$ cat src/common/vga_timing_pkg.sv
`default_nettype none

package vga_timing_pkg;

  // ----------------------------------------------------------
  // horizontal timing, in system clock cycles
  // ----------------------------------------------------------
  // two cycles per pixel, 640 visible pixels
  localparam int h_active = 1280;
  localparam int h_front  = 32;
  localparam int h_sync   = 192;
  localparam int h_back   = 96;
  // 1600 cycles per line
  localparam int h_total  = h_active + h_front + h_sync + h_back;

  // ----------------------------------------------------------
  // vertical timing, in lines
  // ----------------------------------------------------------
  localparam int v_active = 480;
  localparam int v_front  = 10;
  localparam int v_sync   = 2;
  localparam int v_back   = 33;
  // 525 lines per frame
  localparam int v_total  = v_active + v_front + v_sync + v_back;

  // counter types
  // hcount bits 10:1 are the pixel column
  typedef logic [10:0] hcount_t;
  // one count per line
  typedef logic [9:0]  vcount_t;

endpackage

`default_nettype wire

$ cat src/logic/vga_timing.sv
`timescale 1ns/10ps
`default_nettype none

module vga_timing
  import vga_timing_pkg::*;
(
  input  logic    clk,
  input  logic    reset,
  output hcount_t hcount,
  output vcount_t vcount,
  output logic    hsync,
  output logic    vsync,
  output logic    blank_n,
  output logic    pixel_clk
);

  logic end_of_line;
  logic end_of_frame;

  // ----------------------------------------------------------
  // counters
  // ----------------------------------------------------------
  assign end_of_line  = (hcount == hcount_t'(h_total - 1));
  assign end_of_frame = (vcount == vcount_t'(v_total - 1));

  // one count per system clock
  always_ff @(posedge clk or posedge reset) begin
    if (reset) begin
      hcount <= '0;
    end else if (end_of_line) begin
      hcount <= '0;
    end else begin
      hcount <= hcount + hcount_t'(1);
    end
  end

  // line counter steps on the horizontal wrap
  always_ff @(posedge clk or posedge reset) begin
    if (reset) begin
      vcount <= '0;
    end else if (end_of_line) begin
      if (end_of_frame) begin
        vcount <= '0;
      end else begin
        vcount <= vcount + vcount_t'(1);
      end
    end
  end

  // ----------------------------------------------------------
  // sync and blanking decode
  // ----------------------------------------------------------
  // hs low for 1312..1503
  assign hsync = !((hcount >= hcount_t'(h_active + h_front)) &&
                   (hcount <  hcount_t'(h_active + h_front + h_sync)));
  // vs low for lines 490..491
  assign vsync = !((vcount >= vcount_t'(v_active + v_front)) &&
                   (vcount <  vcount_t'(v_active + v_front + v_sync)));

  // visible area only
  assign blank_n = (hcount < hcount_t'(h_active)) && (vcount < vcount_t'(v_active));

  // half rate pixel clock, rises mid pixel
  assign pixel_clk = hcount[0];

  // counters never leave the frame
  assert property (@(posedge clk) disable iff (reset)
    (hcount < hcount_t'(h_total)) && (vcount < vcount_t'(v_total)))
    else $error("vga counter out of range");

endmodule

`default_nettype wire

$ cat config.mk
export PLATFORM = sky130hd
export DESIGN_NAME = vga_timing
export DESIGN_NICKNAME = d
export VERILOG_FILES = /design/src/common/vga_timing_pkg.sv /design/src/logic/vga_timing.sv
export SDC_FILE = /design/constraint.sdc
export NUM_CORES = 1
export LEC_CHECK = 0
export ABC_AREA = 1
export BUFFER_PORTS_ARGS = -buffer_cell sky130_fd_sc_hd__buf_4
export CAP_MARGIN = 20
export CELL_PAD_IN_SITES_DETAIL_PLACEMENT = 1
export CELL_PAD_IN_SITES_GLOBAL_PLACEMENT = 1
export CORE_AREA = 2 2 63 65
export CTS_CLUSTER_SIZE = 25
export DETAILED_ROUTE_END_ITERATION = 10
export DIE_AREA = 0 0 65 67
export GPL_TIMING_DRIVEN = 0
export PLACE_DENSITY_LB_ADDON = 0.1
export SETUP_SLACK_MARGIN = 0.2
export SLEW_MARGIN = 10
export SYNTH_ARGS = -nofsm -noshare
export SYNTH_HDL_FRONTEND = slang
export SYNTH_SLANG_ARGS = --single-unit
$ cat constraint.sdc
create_clock -name clk -period 1.6 [get_ports clk]
set_clock_uncertainty 0.2 [all_clocks]
set_input_delay 0.24 -clock clk [delete_from_list [all_inputs] [get_ports clk]]
set_output_delay 0.24 -clock clk [all_outputs]
set_load 0.005 [all_outputs]
==> Word-level counts from Yosys, hierarchy flattened <==
Index checks and enable logic that the tools add are counted.
Widths: inputs -> output; s select.
{ "op_classes": {"add_sub_neg": 2, "magnitude_cmp": 6, "eq_ne": 2, "muxes": 2, "reduce_logical": 5} }
{ "op_table": {"columns": ["op", "count"], "rows": [
  ["$lt 11x11->1 const B", 2],
  ["$lt 10x9->1 const B", 2],
  ["$add 11x1->11 const B", 1],
  ["$eq 11x11->1 const B", 1],
  ["$ge 11x11->1 const B", 1],
  ["$mux 11", 1],
  ["$add 10x1->10 const B", 1],
  ["$eq 10x10->1 const B", 1],
  ["$ge 10x9->1 const B", 1],
  ["$mux 10", 1],
  ["$logic_and 1x1->1", 3],
  ["$logic_not 1->1", 2]
]} }
{ "totals": {"ff_bits": 21, "inputBits": 2, "output_inout_bits": 25, "wordCells": 19} }

==> Logic depth before layout (Yosys ltp) <==
{ "logic_depth": {"ltp_word": 3, "ltp_mapped": 7} }

==> Least setup slack after synthesis <==
Ideal clock, no wire load.
{ "synth_path": {"kind": "flip-flop to flip-flop", "startpoint": "reg hcount[0]", "endpoint": "reg vcount[0]", "setup_ps": 128, "t_arrival_ps": 1293, "required_time_ps": 1272, "slack_ps": -21, "path_stages_with_launch": 6, "n_path_buf": 1, "period_less_slack_ps": 1621, "cell_sequence": "dfrtp_1 ha_1 nand3_2 nor3_4 buf_6 o21ai_0"} }
{ "synth_via": {"elab_chain_cells": 1} }
{ "synth_lines": {"columns": ["element", "line", "source"], "rows": [
  ["start, declared", "vga_timing.sv:9", "output hcount_t hcount,"],
  ["start signal, assigned", "vga_timing.sv:33", "hcount <= hcount + hcount_t'(1);"],
  ["$eq 11x11->1", "vga_timing.sv:23", "assign end_of_line = (hcount == hcount_t'(h_total - 1));"],
  ["end signal, assigned", "vga_timing.sv:45", "vcount <= vcount + vcount_t'(1);"],
  ["end, declared", "vga_timing.sv:10", "output vcount_t vcount,"]
]} }
No other way between the ends.
A chain may end at the register's enable or synchronous reset.

==> Worst setup path after layout <==
{ "layout_path": {"startpoint": "reg hcount[8]", "endpoint": "reg vcount[2]"} }
The elaborated chain is that of the path after synthesis.

==> impl_results.md <==
* TritonCTS clock tree: done
* Post-synthesis net count at 164
* Number of global-route vias before repair at 1436
* Type of the most critical hold path: in2async
* Antenna-violating nets left at 0
* Overall Global Routing Usage at 21.6%
* Synth top area share at 42.7%
* Worst Path Max Fanout at 5
* Wire length of the first global-routing pass at about 7.1 mm
* Critical path required time at ~1600 ps
* Mapped Area at 1230 sq um
* Placed cells at around 230
* Netlist cell types at 21
* Final hold viol count at 21
* Pre-Repair DR Iteration Count at 4
* Worst slew margin at 40.1%
* Total power at 0.000943 W
* DRT iter0 DRCs at between 40 and 50
* PD cells at 398 nW/um^2
* Net Switching at 0.000236 W
* Leak at 1.15 nW
* CTS H-tree depth at 1
* Core area at 3610 sq um
* Layout area overhead at 92.9%
* Peak Freq at between 500 and 600 MHz
* Ys Warns at 0
* Sw frac at 25.0%
* RSZ-0062 raised after global routing: yes
* Worst setup SP type: register
* Vias/cell at 5.03
* Arrival time worst endpoint at 1790 ps
* Root Buffer: clkbuf_8
* Number of CTS-inserted buffers at 3
* Register share of total power at 56.2%
* Setup TNS at -2260 ps
* Share of cells above drive strength 1 at 61.7%
* Die height at 67 um
* Die X at 65 um
* Status: finished with violations
* CP Class: reg2reg
* Main area contributors after synthesis: dfrtp_1 43%, nand2_1 9.5%, inv_1 7.9%
* CP endpoint kind: register
* Most frequent cells in the layout: 45 x buf_4, 34 x buf_6, 23 x inv_1
* Clock Sinks at 21
* PortBufs at 26
* Final critical-path share of the clock period at 111%
* Syn Inst Count at 157
* Register area share after synthesis at 42.7%
* Cell Rows at 22
* Clk pwr share at between 40% and 50%
* Worst R2R Path Depth at 8
* Max Cap Viol at 0
* Initial antenna violation count at 0
* Yosys top cell by area: dfrtp_1
* Hold slack at -54.7 ps
* Combinational cell fraction of total power at 1.4%
* Failing checks: negative hold slack, negative setup slack
* Clock Latency Late Sink at 280 ps
* Via count at 1463
* Post-synthesis area per instance at ~7.8 sq um
* GP Congestion at 0.740
* Maximum clock path buffer count at 2
* Final WL at 5.80 mm
* Finished Layout Cells at 291
* Drt drc at 0
* Worst-path clk slew at 100 ps
* Fin nets at 251
* Dpl hpwl at 2.36 mm
* GRT Residual Overflow at 0
* Max Slew Vio Count at 0
* # IOs at 27
* Worst Tran Pin Value at 898 ps
* Largest net degree at the start of global routing at 22
* Yosys reg bits at 21
* Most common cell after layout, fill and taps aside: buf_4
* Worst Setup SP: hcount[8]$_DFF_PP0_
* Initial Utilization at 34.1%
* Peak VDD IR at 332 uV
* Worst Setup Slack, final at -170 ps
* Die Area at roughly 4400 sq um
* P_int at 0.000707 W
* Reg-to-Reg Start: hcount[8]$_DFF_PP0_
* Drt wl/cell at about 20 um
* Min Tclk post-route at ~1800 ps
* N_diodes at 0
* Final setup vio count at 20
## worst max-delay path, cell delays in order (launching register included)
cell     delay [ps]
dfrtp_1         460
inv_1           140
nand3_1         170
nor3_4          220
buf_12          160
buf_12          110
buf_8           110
nand3_2          60
nand2_1          70
## through the flow
step | worst slack, ps | area [sq um] | utilization, %
final | -170 | 2370 | 65.8
after CTS | -112 | 2030 | 56.4
after global routing | -241 | 2370 | 65.8
after detailed placement | -188 | 1500 | 41.7
after floorplan | 60.6 | 1250 | -
after global placement | -168 | 1500 | 41.7
## Yosys cell counts
master and instances:
clkinv_1 1, nand2_1 31, nor2_1 22, buf_6 1, nand4_1 7, nor3_1 2
nor4_1 1, inv_1 26, nand3_1 12, nor2_4 1, a21oi_1 1, o21ai_0 10
xor2_1 7, ha_1 5, nand2_2 2, dfrtp_1 21, nor3_4 1, o211ai_1 1
nand3_2 3, buf_4 1, xnor2_1 1
## layout make-up
class                   count  area, sq um
fillers                   406         1230
clock inverters             1         5.00
clock buffers               3         41.3
plain buffers               2         26.3
flip-flops and latches     21          543
multi-input cells         107          798
inverters                  27          101
repair buffers             82          797
well taps                  48         60.1
## cells by family (layout without fill, tap and decap cells)
kind of cell	after synthesis	after routing	synth area share (%)
AND/OR/NAND/NOR	82	82	31.6
buffers and inverters	29	115	9.77
flip-flops	21	21	42.7
AO/OA/AOI/OAI	12	12	5.09
XOR/XNOR	8	8	5.70
adder cells (fa/ha/maj)	5	5	5.09
## state kept, by name, indices dropped and copies added, names as in the netlist
signal / cells
vcount: 10
hcount: 11
## per-layer routing
layer	global-route usage, %	up-vias	routed length, um
li1	-	667	-
met1	26.9	755	2400
met2	37.6	31	3140
met3	3.38	10	120
met4	7.98	0	135
met5	0	-	0
## final timing paths
path,endpoint,slack [ps]
min,vcount[0]$_DFFE_PP0N_,-50
max in group asynchronous,vcount[4]$_DFFE_PP0N_,640
max reg2reg,vcount[2]$_DFFE_PP0N_,-170
min reg2reg,hcount[2]$_DFF_PP0_,370
min in group clk,hcount[2]$_DFF_PP0_,370
max,vcount[2]$_DFFE_PP0N_,-170
## timing repair
item,CTS,global route
setup buffers,31,24
cloned,1,0
endpoints found under the setup margin,23,37
hold endpoints to repair,21,0
gates resized for setup,59,44
pin swaps,14,28
## power groups by stage
stage / sequential (W) / clock (W) / combinational (W)
2_1_floorplan: 0.000541 / 0 / 0.00000794
3_3_place_gp: 0.000541 / 0 / 0.0000136
3_5_place_dp: 0.000541 / 0 / 0.0000139
4_1_cts: 0.000530 / 0.000389 / 0.0000139
5_1_grt: 0.000530 / 0.000421 / 0.0000153
6_report: 0.000530 / 0.000400 / 0.0000131
No activity file was read; power rests on OpenSTA's default activity.
