<file path="src/common/tile_pkg.sv">
`default_nettype none

package tile_pkg;

  // ----------------------------------------------------------
  // word and bus types
  // ----------------------------------------------------------
  // one vga color channel, also the bus data width
  typedef logic [7:0]  chan_t;
  // image word, r 15:11, g 10:5, b 4:0
  typedef logic [15:0] rgb565_t;
  typedef logic [10:0] rom_addr_t;
  typedef logic [2:0]  reg_addr_t;
  // pixel source after the tile choice
  typedef logic [1:0]  layer_t;

  // ----------------------------------------------------------
  // tile geometry and image memory layout
  // ----------------------------------------------------------
  localparam int sprite_px = 16;
  localparam int wall_px   = 32;

  // 16x16 images take 256 words, the wall 1024
  localparam rom_addr_t apple_base = 11'd0;
  localparam rom_addr_t head_base  = 11'd256;
  localparam rom_addr_t wall_base  = 11'd512;
  localparam int        rom_depth  = 1536;

  // bus register map
  localparam reg_addr_t reg_sprite_x    = 3'd0;
  localparam reg_addr_t reg_sprite_y    = 3'd1;
  localparam reg_addr_t reg_sprite_kind = 3'd2;

  // sprite kinds, anything else hides the sprite
  localparam chan_t kind_apple = 8'd1;
  localparam chan_t kind_head  = 8'd2;

  // wall border, in 32 pixel tile units
  localparam logic [4:0] wall_col_left   = 5'd0;
  localparam logic [4:0] wall_col_right  = 5'd19;
  localparam logic [4:0] wall_row_top    = 5'd1;
  localparam logic [4:0] wall_row_bottom = 5'd14;

  // layer codes
  localparam layer_t layer_none   = 2'd0;
  localparam layer_t layer_sprite = 2'd1;
  localparam layer_t layer_wall   = 2'd2;

endpackage

`default_nettype wire

</file>
<file path="src/render/pixel_out.sv">
`timescale 1ns/10ps
`default_nettype none

module pixel_out
  import tile_pkg::*;
(
  input  logic    clk,
  input  logic    reset,
  input  rgb565_t rom_data,
  input  layer_t  layer,
  input  logic    hsync_d,
  input  logic    vsync_d,
  input  logic    blank_n_d,
  input  logic    pixel_clk_d,
  output chan_t   VGA_R,
  output chan_t   VGA_G,
  output chan_t   VGA_B,
  output logic    VGA_HS,
  output logic    VGA_VS,
  output logic    VGA_BLANK_n,
  output logic    VGA_CLK
);

  chan_t red_next;
  chan_t green_next;
  chan_t blue_next;

  // ----------------------------------------------------------
  // rgb565 to 8 bits per channel, low bits zero
  // ----------------------------------------------------------
  always_comb begin
    if (layer == layer_none) begin
      // black background and blanking
      red_next   = '0;
      green_next = '0;
      blue_next  = '0;
    end else begin
      red_next   = {rom_data[15:11], 3'b000};
      green_next = {rom_data[10:5], 2'b00};
      blue_next  = {rom_data[4:0], 3'b000};
    end
  end

  // output register, colors and controls leave together
  always_ff @(posedge clk or posedge reset) begin
    if (reset) begin
      VGA_R       <= '0;
      VGA_G       <= '0;
      VGA_B       <= '0;
      VGA_HS      <= 1'b1;
      VGA_VS      <= 1'b1;
      VGA_BLANK_n <= 1'b0;
      VGA_CLK     <= 1'b0;
    end else begin
      VGA_R       <= red_next;
      VGA_G       <= green_next;
      VGA_B       <= blue_next;
      VGA_HS      <= hsync_d;
      VGA_VS      <= vsync_d;
      VGA_BLANK_n <= blank_n_d;
      VGA_CLK     <= pixel_clk_d;
    end
  end

  // blanking upstream must come back as black here
  assert property (@(posedge clk) disable iff (reset)
    !VGA_BLANK_n |-> ((VGA_R == '0) && (VGA_G == '0) && (VGA_B == '0)))
    else $error("color during blanking");

endmodule

`default_nettype wire

</file>
<file path="config.mk">
export PLATFORM = sky130hd
export DESIGN_NAME = pixel_out
export DESIGN_NICKNAME = d
export VERILOG_FILES = /design/src/common/tile_pkg.sv /design/src/render/pixel_out.sv
export SDC_FILE = /design/constraint.sdc
export NUM_CORES = 1
export LEC_CHECK = 0
export CORE_UTILIZATION = 45
export CTS_BUF_LIST = sky130_fd_sc_hd__clkbuf_16
export CTS_CLUSTER_DIAMETER = 100
export DETAILED_ROUTE_END_ITERATION = 6
export DONT_BUFFER_PORTS = 1
export MAX_ROUTING_LAYER = met4
export SLEW_MARGIN = 20
export SYNTH_ARGS = -nofsm -noshare
export SYNTH_HDL_FRONTEND = slang
export SYNTH_SLANG_ARGS = --single-unit
</file>
<file path="constraint.sdc">
create_clock -name clk -period 0.8 [get_ports clk]
set_input_delay 0.24 -clock clk [delete_from_list [all_inputs] [get_ports clk]]
set_output_delay 0.24 -clock clk [all_outputs]
set_load 0.03 [all_outputs]
</file>
## After elaboration in Yosys (flattened, before gate mapping)

Index checks and enable logic that the tools add are counted.
W data, S select, Z words.

| operators by class | value |
|---|---|
| multiplexer cells | 3 |
| reduce and logical (&&, ||, !) cells | 1 |

Operators with widths:

| kind | number |
|---|---|
| $mux W8 | 3 |
| $logic_not A2 Y1 | 1 |

| word-level totals | value |
|---|---|
| flip-flop bits (word level) | 28 |
| input bits | 24 |
| output and inout port bits | 28 |
| logic and storage cells | 11 |

## Depth between registers and ports, before layout

| logic depth | value |
|---|---|
| depth in word-level cells | 2 |
| gate-level depth with buffers | 3 |
| depth with buffers taken out | 1 |

## Worst setup path after synthesis

OpenSTA, ideal clock, no wires.

| timing | value |
|---|---|
| kind | register to output |
| start | register VGA_HS |
| end | output port VGA_HS |
| arrival | 588 ps |
| required time | 560 ps |
| slack | -28 ps |
| cell stages (with the launch flop) | 1 |
| buffers on the path | 0 |
| path through | dfstp_2 |

RTL lines:

| what | RTL line | RTL |
|---|---|---|
| start: declaration | pixel_out.sv:18 | `output logic VGA_HS,` |
| start signal: assignment | pixel_out.sv:58 | `VGA_HS <= hsync_d;` |

No word-level cell between the ends.

## Worst setup path in the final report

| timing | value |
|---|---|
| start | register VGA_VS |
| end | output port VGA_VS |

RTL lines:

| what | RTL line | RTL |
|---|---|---|
| start: declaration | pixel_out.sv:19 | `output logic VGA_VS,` |
| start signal: assignment | pixel_out.sv:59 | `VGA_VS <= vsync_d;` |

No word-level cell between the ends.

==> results summary <==
The synthesized design contains 0 enable-type register cells. After detailed routing, the number of remaining DRC violations is 0. The run finished, with violations left. The layout net count is 79.

STA classifies the critical path endpoint as an output port. The root buffer cell chosen for the clock tree is clkbuf_16. The area growth from synthesis to layout came out at 13.8%.

Of the synthesized area, sequential elements account for 0.696. The fraction of the core area covered by cells at the end of the flow came out at 0.547. The wire length of the first global-routing pass came out at 1860 um.

The register clock-pin slew on the reported worst setup and hold paths came out at around 0.050 ns. The dominant register cell in the synthesized netlist is dfrtp_1. The quantity of I/O buffers inserted on ports is 0. The number of maximum-capacitance constraint violations came out at 0.

The total vias in the final route came out at around 350. The total half-perimeter wirelength after legalization and detailed placement is 807 um. After technology mapping, the gate count stands at 50.

The worst-case vdd ir drop came out at roughly 1.5 mV. The maximum clock rate came out at just over 900 MHz. dfrtp_1 takes more of the synthesized area than any other cell.

The net switching fraction of the power is 0.235. The relative contribution of combinational cells to total power is 0.056. The count of distinct cell types in the synthesized netlist came out at 8.

The summed instance area of the synthesized netlist came out at 723 um^2. The leakage power of the design came out at between 0.3 and 0.4 nW. The type of the tightest min-delay check is input pin to flip-flop. The part of the total power dissipated in the clock network is 0.417. For the finished layout, the period the worst path requires is 1.09 ns.

0 antenna diodes ended up in the layout. The register bit total from synthesis came out at 20. The final period utilization is 1.36. At the worst endpoint, the arrival time is 0.85 ns. The checks that failed: negative setup slack. The post-CTS repair timing setup buffer count came out at 0. Dividing the detail-routed wire length by the instance count gives approximately 16 um. The most common cell in the synthesized netlist is dfrtp_1. The violation count after the first detailed-routing iteration is 2. The area share of the largest cell type after synthesis is 0.623. OpenSTA, run right after detailed placement, puts the worst setup slack at -0.0308 ns. The clock passes through at most 2 buffers. In the synthesized netlist, the cells that appear most often are dfrtp_1 (18), o21a_1 (16), buf_4 (8).

The number of hold violations in the final report is 0. The congestion estimate from routability-driven global placement came to roughly 0.64. The final global-route overflow total is 0.

The sort of element at the start of the critical path is a flip-flop. At the worst endpoint, the required time is between 0.5 and 0.6 ns. The standard-cell row count is 14.

The number of detailed-route iterations in the first pass came out at 5. The number of pins exceeding their max-slew limit in the final report is 0. The power density over cell area is about 2900 mW/mm^2. The number of antenna violations at the first check in global routing is 0.

Summed over all nets, the switching power comes to 0.000555 W. The clock tree from TritonCTS is built. The number of sinks on the clock net is 20.

The total wirelength of the detailed-routed design is 1130 um. The proportion of power drawn by flip-flops and latches is 0.527. The number of global-route vias before repair is around 370. In the final layout, the share of cells above drive strength 1 is 0.463. The overall global routing resource usage came out at 0.152. The critical path in this run is classified as flip-flop to output port. CTS built an H-tree with a depth of 1. The pin count of the biggest net entering global routing came out at 17. In this run, CTS created clock tree buffers numbering 3.

In this run the worst path has a maximum fanout of 1. The overall die area came out at 0.00177 mm^2. Setup violations remaining at the end of the flow were counted as 20. The count of nets left with antenna violations once routing finished came out at 0. The routed via count divided by cell count came out at ~5. The average size of a mapped cell came out at approximately 14 um^2. The warning count from the yosys run came out at 0. The number of cells traversed by the worst hold path came out at 0. Setup repair after global routing could not meet its margin everywhere.

The die outline height is around 42 um. The post-synthesis async set-or-reset flop share is 1.00. The final worst slack is -0.292 ns.

During I/O placement, the number of pins put on the boundary was 52. The initial standard-cell utilization of the core came out at 0.480. The number of gates on the worst path with buffers counted is 0. The floorplan step defined a core boundary enclosing 0.00151 mm^2. In the post-synthesis netlist, the biggest area contributors are dfrtp_1 (62%), o21a_1 (17%), buf_4 (8.3%), dfstp_2 (7.3%), buf_6 (3.1%). The width of the die is around 42 um. Internal power comes to between 0.0015 and 0.002 W. The worst hold slack is 0.0192 ns.
## cells in the final DEF (no fill, tap or decap)
cell type / count
buf_4: 2
clkbuf_16: 3
clkinv_1: 1
conb_1: 8
dfrtp_2: 18
dfstp_2: 2
dlygate4sd3_1: 3
inv_1: 1
o21a_1: 16
## final timing paths
| path | start | end | slack, ns |
|---|---|---|---|
| setup / recovery | VGA_VS | VGA_VS | -0.29 |
| hold / removal | pixel_clk_d | VGA_CLK | 0.02 |
| max in group asynchronous | reset | VGA_VS | 0.11 |
| min in group asynchronous | reset | VGA_R[3] | 0.43 |
## what timing repair did
action	in CTS	in global routing
endpoints found under the setup margin	20	20
hold buffers	3	0
hold endpoints to repair	20	0
gates resized for setup	18	0
## flip-flops by register name, summed over array words and instances, names as in the netlist
register,cells
VGA_B,5
VGA_BLANK_n,1
VGA_CLK,1
VGA_G,6
VGA_HS,1
VGA_R,5
VGA_VS,1
## layout make-up
type                       count  area, um^2
clock buffer                   3        75.1
timing repair buffer           5        45.0
multi-input combinational     24         150
clock inverter                 1        3.75
fill                         127         683
inverter                       1        3.75
tap                           16        20.0
sequential                    20         526
## through the flow
step	setup TNS [ns]	cells	power (W)	instance area (um^2)
finish	-3.26	70	0.00236	823
global route	-3.60	70	0.00247	823
CTS	-3.41	70	0.00240	823
detailed placement	-0.0612	63	0.00137	692
global placement	-0.0622	63	0.00137	692
floorplan	-0.0566	57	0.00141	749
## power groups by stage
stage / Sequential, W / Clock, W / Combinational, W
3_3_place_gp: 0.00125 / 0 / 0.000117
3_5_place_dp: 0.00125 / 0 / 0.000122
5_1_grt: 0.00125 / 0.00108 / 0.000146
4_1_cts: 0.00124 / 0.00102 / 0.000134
6_report: 0.00124 / 0.000984 / 0.000132
2_1_floorplan: 0.00124 / 0 / 0.000165
## per-layer routing
layer / GRT usage / up-vias / wire (um)
li1: - / 153 / -
met1: 0.161 / 166 / 405
met2: 0.219 / 30 / 578
met3: 0.0733 / 2 / 126
met4: 0.113 / 0 / 21
met5: - / - / 0
## kinds of logic after synthesis
group                  Yosys count  share of synthesized area
buffers and inverters           13                      0.133
flip-flops                      20                      0.695
AO/OA/AOI/OAI                   16                      0.166
other                            1                    0.00519
Power figures use the tool's default switching activity.
