==> src/common/vga_timing_pkg.sv <==
`default_nettype none

package vga_timing_pkg;

  // ----------------------------------------------------------
  // horizontal timing, in system clock cycles
  // ----------------------------------------------------------
  // two cycles per pixel, 640 visible pixels
  localparam int h_active = 1280;
  localparam int h_front  = 32;
  localparam int h_sync   = 192;
  localparam int h_back   = 96;
  // 1600 cycles per line
  localparam int h_total  = h_active + h_front + h_sync + h_back;

  // ----------------------------------------------------------
  // vertical timing, in lines
  // ----------------------------------------------------------
  localparam int v_active = 480;
  localparam int v_front  = 10;
  localparam int v_sync   = 2;
  localparam int v_back   = 33;
  // 525 lines per frame
  localparam int v_total  = v_active + v_front + v_sync + v_back;

  // counter types
  // hcount bits 10:1 are the pixel column
  typedef logic [10:0] hcount_t;
  // one count per line
  typedef logic [9:0]  vcount_t;

endpackage

`default_nettype wire

==> src/common/tile_pkg.sv <==
`default_nettype none

package tile_pkg;

  // ----------------------------------------------------------
  // word and bus types
  // ----------------------------------------------------------
  // one vga color channel, also the bus data width
  typedef logic [7:0]  chan_t;
  // image word, r 15:11, g 10:5, b 4:0
  typedef logic [15:0] rgb565_t;
  typedef logic [10:0] rom_addr_t;
  typedef logic [2:0]  reg_addr_t;
  // pixel source after the tile choice
  typedef logic [1:0]  layer_t;

  // ----------------------------------------------------------
  // tile geometry and image memory layout
  // ----------------------------------------------------------
  localparam int sprite_px = 16;
  localparam int wall_px   = 32;

  // 16x16 images take 256 words, the wall 1024
  localparam rom_addr_t apple_base = 11'd0;
  localparam rom_addr_t head_base  = 11'd256;
  localparam rom_addr_t wall_base  = 11'd512;
  localparam int        rom_depth  = 1536;

  // bus register map
  localparam reg_addr_t reg_sprite_x    = 3'd0;
  localparam reg_addr_t reg_sprite_y    = 3'd1;
  localparam reg_addr_t reg_sprite_kind = 3'd2;

  // sprite kinds, anything else hides the sprite
  localparam chan_t kind_apple = 8'd1;
  localparam chan_t kind_head  = 8'd2;

  // wall border, in 32 pixel tile units
  localparam logic [4:0] wall_col_left   = 5'd0;
  localparam logic [4:0] wall_col_right  = 5'd19;
  localparam logic [4:0] wall_row_top    = 5'd1;
  localparam logic [4:0] wall_row_bottom = 5'd14;

  // layer codes
  localparam layer_t layer_none   = 2'd0;
  localparam layer_t layer_sprite = 2'd1;
  localparam layer_t layer_wall   = 2'd2;

endpackage

`default_nettype wire

==> src/render/tile_select.sv <==
`timescale 1ns/10ps
`default_nettype none

module tile_select
  import vga_timing_pkg::*, tile_pkg::*;
(
  input  logic      clk,
  input  logic      reset,
  input  chan_t     writedata,
  input  logic      write,
  input  logic      chipselect,
  input  reg_addr_t address,
  input  hcount_t   hcount,
  input  vcount_t   vcount,
  input  logic      hsync,
  input  logic      vsync,
  input  logic      blank_n,
  input  logic      pixel_clk,
  output rom_addr_t rom_addr,
  output layer_t    layer,
  output logic      hsync_d,
  output logic      vsync_d,
  output logic      blank_n_d,
  output logic      pixel_clk_d
);

  chan_t      sprite_x;
  chan_t      sprite_y;
  chan_t      sprite_kind;
  logic [9:0] px_col;
  logic [9:0] px_row;
  logic [4:0] tile_col;
  logic [4:0] tile_row;
  logic       sprite_hit;
  logic       wall_hit;
  rom_addr_t  sprite_base;
  rom_addr_t  addr_next;
  layer_t     layer_next;
  // first pipeline stage
  layer_t     layer_s1;
  logic       hsync_s1;
  logic       vsync_s1;
  logic       blank_n_s1;
  logic       pixel_clk_s1;

  // ----------------------------------------------------------
  // bus registers
  // ----------------------------------------------------------
  always_ff @(posedge clk or posedge reset) begin
    if (reset) begin
      sprite_x    <= '0;
      sprite_y    <= '0;
      sprite_kind <= '0;
    end else if (chipselect && write) begin
      case (address)
        reg_sprite_x:    sprite_x    <= writedata;
        reg_sprite_y:    sprite_y    <= writedata;
        reg_sprite_kind: sprite_kind <= writedata;
        default: ;
      endcase
    end
  end

  // ----------------------------------------------------------
  // per pixel tile choice
  // ----------------------------------------------------------
  assign px_col   = hcount[10:1];
  assign px_row   = vcount;
  assign tile_col = px_col[9:5];
  assign tile_row = px_row[9:5];

  // 16 pixel cell, only for a known kind
  assign sprite_hit = ((sprite_kind == kind_apple) || (sprite_kind == kind_head)) &&
                      (px_col[9:4] == sprite_x[5:0]) && (px_row[9:4] == sprite_y[5:0]);

  // top and bottom rows full width, side columns under the top row
  assign wall_hit = (tile_row == wall_row_top) || (tile_row == wall_row_bottom) ||
                    (((tile_col == wall_col_left) || (tile_col == wall_col_right)) &&
                     (tile_row > wall_row_top));

  assign sprite_base = (sprite_kind == kind_head) ? head_base : apple_base;

  // sprite over wall, nothing while blanked
  always_comb begin
    if (blank_n && sprite_hit) begin
      layer_next = layer_sprite;
      addr_next  = sprite_base + rom_addr_t'(px_row[3:0]) * rom_addr_t'(sprite_px) +
                   rom_addr_t'(px_col[3:0]);
    end else if (blank_n && wall_hit) begin
      layer_next = layer_wall;
      addr_next  = wall_base + rom_addr_t'(px_row[4:0]) * rom_addr_t'(wall_px) +
                   rom_addr_t'(px_col[4:0]);
    end else begin
      layer_next = layer_none;
      addr_next  = '0;
    end
  end

  // ----------------------------------------------------------
  // stage 1 address, stage 2 delay to meet the rom data
  // ----------------------------------------------------------
  always_ff @(posedge clk or posedge reset) begin
    if (reset) begin
      rom_addr     <= '0;
      layer_s1     <= layer_none;
      hsync_s1     <= 1'b1;
      vsync_s1     <= 1'b1;
      blank_n_s1   <= 1'b0;
      pixel_clk_s1 <= 1'b0;
      layer        <= layer_none;
      hsync_d      <= 1'b1;
      vsync_d      <= 1'b1;
      blank_n_d    <= 1'b0;
      pixel_clk_d  <= 1'b0;
    end else begin
      rom_addr     <= addr_next;
      layer_s1     <= layer_next;
      hsync_s1     <= hsync;
      vsync_s1     <= vsync;
      blank_n_s1   <= blank_n;
      pixel_clk_s1 <= pixel_clk;
      layer        <= layer_s1;
      hsync_d      <= hsync_s1;
      vsync_d      <= vsync_s1;
      blank_n_d    <= blank_n_s1;
      pixel_clk_d  <= pixel_clk_s1;
    end
  end

  // a sprite pixel came from a valid kind two cycles back
  assert property (@(posedge clk) disable iff (reset)
    (layer == layer_sprite) |->
      (($past(sprite_kind, 2) == kind_apple) || ($past(sprite_kind, 2) == kind_head)))
    else $error("sprite layer with unknown kind");

endmodule

`default_nettype wire

==> config.mk <==
export PLATFORM = sky130hd
export DESIGN_NAME = tile_select
export DESIGN_NICKNAME = d
export VERILOG_FILES = /design/src/common/vga_timing_pkg.sv /design/src/common/tile_pkg.sv /design/src/render/tile_select.sv
export SDC_FILE = /design/constraint.sdc
export NUM_CORES = 1
export LEC_CHECK = 0
export ABC_CLOCK_PERIOD_IN_PS = 3700
export BUFFER_PORTS_ARGS = -buffer_cell sky130_fd_sc_hd__buf_4
export CAP_MARGIN = 0
export CORE_AREA = 2 2 52 74
export CTS_CLUSTER_DIAMETER = 40
export DETAILED_ROUTE_END_ITERATION = 10
export DIE_AREA = 0 0 54 76
export HOLD_SLACK_MARGIN = 0.1
export PLACE_DENSITY_LB_ADDON = 0.3
export SKIP_LAST_GASP = 1
export SLEW_MARGIN = 25
export SYNTH_ARGS = -nofsm -noshare
export SYNTH_HDL_FRONTEND = slang
export SYNTH_SLANG_ARGS = --single-unit
==> constraint.sdc <==
create_clock -name clk -period 3.7 [get_ports clk]
set_clock_uncertainty 0.2 [all_clocks]
set_input_delay 0.555 -clock clk [delete_from_list [all_inputs] [get_ports clk]]
set_output_delay 0.555 -clock clk [all_outputs]
set_load 0.02 [all_outputs]
# After elaboration in Yosys (flattened, before gate mapping)
# Cells that the tools add are included.
# classes
addsub,4
order_cmp,1
eq_ne,9
n_mux,5
reduce_logical,15
# ops
operator,n
$mux 11,2
$eq 6x6->1,2
$add 10x10->11 const A,1
$add 10x4->11,1
$add 11x5->11,1
$add 9x8->10,1
$mux 9,1
$eq 8x1->1 const B,1
$eq 8x2->1 const B,1
$logic_and 1x1->1,6
$reduce_and 2->1,3
$eq 5x1->1 const B,1
$eq 5x4->1 const B,1
$eq 5x5->1 const B,1
$gt 5x1->1 const B,1
$logic_not 5->1,1
$logic_or 1x1->1,4
$mux 2,2
$eq 3x1->1 const B,1
$eq 3x2->1 const B,1
$logic_not 3->1,1
# word_totals
reg_bits,43
in_bits,40
out_inout_bits,17
wordCells,48

# Depth between registers and ports, before layout
# depth
ltp_word,7
ltp_mapped,6
ltp_nobuf,5

# Worst setup path after synthesis
# Ideal clock, no wire load.
# synth_timing
path_type,input to register
startpoint,input address[2]
endpoint,register sprite_x[0]
setup_ns,0.125
t_arrival_ns,1.613
t_required_ns,3.375
slack_ns,1.763
path_stages,3
path_buffers,0
cell_sequence,nand3b_1 > nor3_1 > mux2_2
# synth_between
elab_chain_cells,2
# synth_rtl
element,line,rtl
"start, declared",tile_select.sv:12,"input reg_addr_t address,"
$logic_not 3->1,tile_select.sv:55,case (address)
$reduce_and 2->1 (no line),--,
"end signal, assigned",tile_select.sv:56,reg_sprite_x: sprite_x <= writedata;
"end, declared",tile_select.sv:27,chan_t sprite_x;
# No other way between the ends.
# A chain may end at the register's enable or synchronous reset.

# Worst setup path after layout
# layout_timing
startpoint,input address[2]
endpoint,register sprite_x[5]
# Same word-level chain as after synthesis.

==> metrics.cfg <==
[global_route]
grt_antenna_before_repair=0
grt_pass1_vias=1249
grt_max_degree=25
grt_pass1_wl_mm=5.69
overflow=0
grt_usage=0.192

[setup_path]
arrival_ns=2.03
critical_path_class=in2reg
r2r_slack_ns=1.78
cp_max_fo=6
worst_path_max_delay_cell=nor3_1
slowest_delay_ns=0.75
worst-r2r-cell-count=5
required_ns=3.68
crit_path_end_kind=register
path_cells=buf_4 -> nand3b_1 -> nor3_1 -> mux2_2
rr_startpoint=sprite_x[4]
start_kind=input port
r2r-end=rom_addr[9]

[clock_network]
post_cts_resized=0
cts-root-buf=clkbuf_8
path_clk_slew_ns=0.08
cts_tree=done
cts_buffers=5
cts_setup_buffers=0
cts.sinks=43
insertion_delay_ns=0.29
cts_buffer_depth=2
cts_htree_levels=2
holdBufCountCts=0

[placement]
place_ws_ns=1.35
io_buffers=55
dp_hpwl_mm=2.65
gp_congestion=0.807
placed_area_um2=2220

[sta]
fin_crit_ns=2.04
rsz0062_at_grt=no
setup_tns_ns=0
report.final.slew_viol_count=0
hold_viol=0
tightest_slew_ns=0.937
period_share=0.552
setup_ws_ns=1.66
setup_viol=0
max_clock_freq_ghz=0.490
max_slew_margin=0.371

[logic_synthesis]
synth_nets=167
synth_top_area_cell=dfrtp_1
synthesis.area_um2=1760
synth_cell_types=34
yosys.area.top_type_share=0.556
netlist_top_cells_area=dfrtp_1 (56%), mux2_2 (13%), dfstp_2 (6.0%)
syn_area_per_cell_um2=13.8
synthCells=127
synth-seq-cells=43
synth_seq_area_share=0.616
ys_warn_count=0

[drt]
vias=1199
viasPerCell=5.17
first_iter_violations=22
drt_first_pass_iters=4
drt.antenna.violating_nets=0
drcViolationCount=0
wl_per_cell_um=14.4
drt-total-wl_mm=3.35

[finish]
antennaDiodeCount=0
area_growth_pct=32.9
drive_above_1_share=0.489
fin_nets=229
final_area_um2=2330
nFillCells=271

[pwr]
fin_total_pwr_uw=1110
power_leakage_uw=0.00115
p_per_area_nw_per_um2=476
ir_worst_vdd_mv=0.475

[min_path]
worstHoldPathCells=0
hp-start=layer_s1[0]
holdCritPathClass=reg2reg
holdPathEnd=layer[0]

[flow_run]
drv_cap=0

[run_status]
run_status=finished, final reports clean

[floorplanning]
num_rows=26
num_io_pins=57
coreArea_um2=3510
die_y_um=76
initial_utilization=0.500
dieArea_um2=4100
chipWidth_um=54

[worst max-delay path: cells and delay by family]
| family | cells | cell delay (ns) |
|---|---|---|
| buffers and inverters | 1 | 0.10 |
| and+or+nand+nor | 2 | 0.95 |
| muxes | 1 | 0.42 |
[kinds of logic (layout without fill, tap and decap cells)]
| family | after synthesis | in the layout | share of synthesized area |
|---|---|---|---|
| AO/OA/AOI/OAI | 6 | 6 | 0.0235 |
| flip-flops | 43 | 43 | 0.616 |
| multiplexers | 24 | 24 | 0.151 |
| AND/OR/NAND/NOR | 33 | 33 | 0.123 |
| buffers and inverters | 8 | 71 | 0.0214 |
| XOR/XNOR | 13 | 13 | 0.0649 |
[state kept, by name, indices dropped and copies added, names as in the netlist]
| signal | flops |
|---|---|
| hsync_d | 1 |
| vsync_s1 | 1 |
| blank_n_s1 | 1 |
| layer | 2 |
| sprite_y | 6 |
| sprite_kind | 8 |
| hsync_s1 | 1 |
| rom_addr | 11 |
| pixel_clk_d | 1 |
| blank_n_d | 1 |
| layer_s1 | 2 |
| vsync_d | 1 |
| sprite_x | 6 |
| pixel_clk_s1 | 1 |
[metrics by stage]
stage	hold slack (ns)	utilization	instances
final	0.153	0.664	232
after global routing	0.142	0.664	232
after CTS	0.148	0.664	232
after detailed placement	0.136	0.631	224
after global placement	0.133	0.631	224
after floorplan	0.131	-	127
[cells in the mapped netlist]
library cell	count
nor2_1	2
nand3_1	2
or2_1	1
dfrtp_1	39
nor4_1	2
inv_1	7
a21o_1	1
dfstp_2	4
a21oi_1	1
nand4_1	3
nand3b_1	1
xnor2_1	12
nand4b_1	1
xor2_1	1
a211oi_1	1
mux2_2	20
nor3_1	1
and3_1	1
or4b_1	1
nor2b_1	4
a21oi_2	1
nor4_4	1
a22oi_1	1
buf_6	1
nor3b_2	1
mux2i_1	4
nand2b_1	1
nand2_2	1
and2_1	1
and3b_1	1
or3b_2	1
nand2_1	6
or3_1	1
o21ai_1	1
[layout by cell type (no fill, tap or decap), types with 2 or more instances in the layout]
master / Yosys / final
buf_4: 0 / 56
clkbuf_8: 0 / 5
dfrtp_1: 39 / 39
dfstp_2: 4 / 4
inv_1: 7 / 7
mux2_2: 20 / 20
mux2i_1: 4 / 4
nand2_1: 6 / 6
nand3_1: 2 / 2
nand4_1: 3 / 3
nor2_1: 2 / 2
nor2b_1: 4 / 4
nor4_1: 2 / 2
xnor2_1: 12 / 12
[worst max-delay path by stage]
stage,start,endpoint,slack (ns),cells past startpoint
2_1_floorplan,address[2],sprite_x[0],1.76,3
3_3_place_gp,address[2],sprite_x[2],1.39,4
5_1_grt,sprite_y[5],rom_addr[10],1.58,5
4_1_cts,address[2],sprite_x[5],1.69,4
6_report,address[2],sprite_x[5],1.66,4
3_5_place_dp,address[2],sprite_x[5],1.35,4
[routing by layer]
layer  part of all wire  global-route usage
met5                  0                   0
met4              0.016              0.0850
met3              0.066              0.0510
met2               0.55               0.330
met1               0.37               0.212
[power breakdown]
group / internal [uW] / switching (uW)
combinational: 104 / 71.8
clock: 204 / 164
sequential: 530 / 36.5
total: 839 / 272
[final cells by class]
cell class / instances / area, um^2 / area share
clock buffer: 5 / 68.8 / 0.0295
clock inverter: 3 / 47.5 / 0.0204
inverter: 7 / 26.3 / 0.0113
multi-input combinational: 76 / 637 / 0.273
sequential: 43 / 1080 / 0.463
tap: 42 / 52.6 / 0.0225
timing repair buffer: 56 / 420 / 0.180
Power figures use the tool's default switching activity.
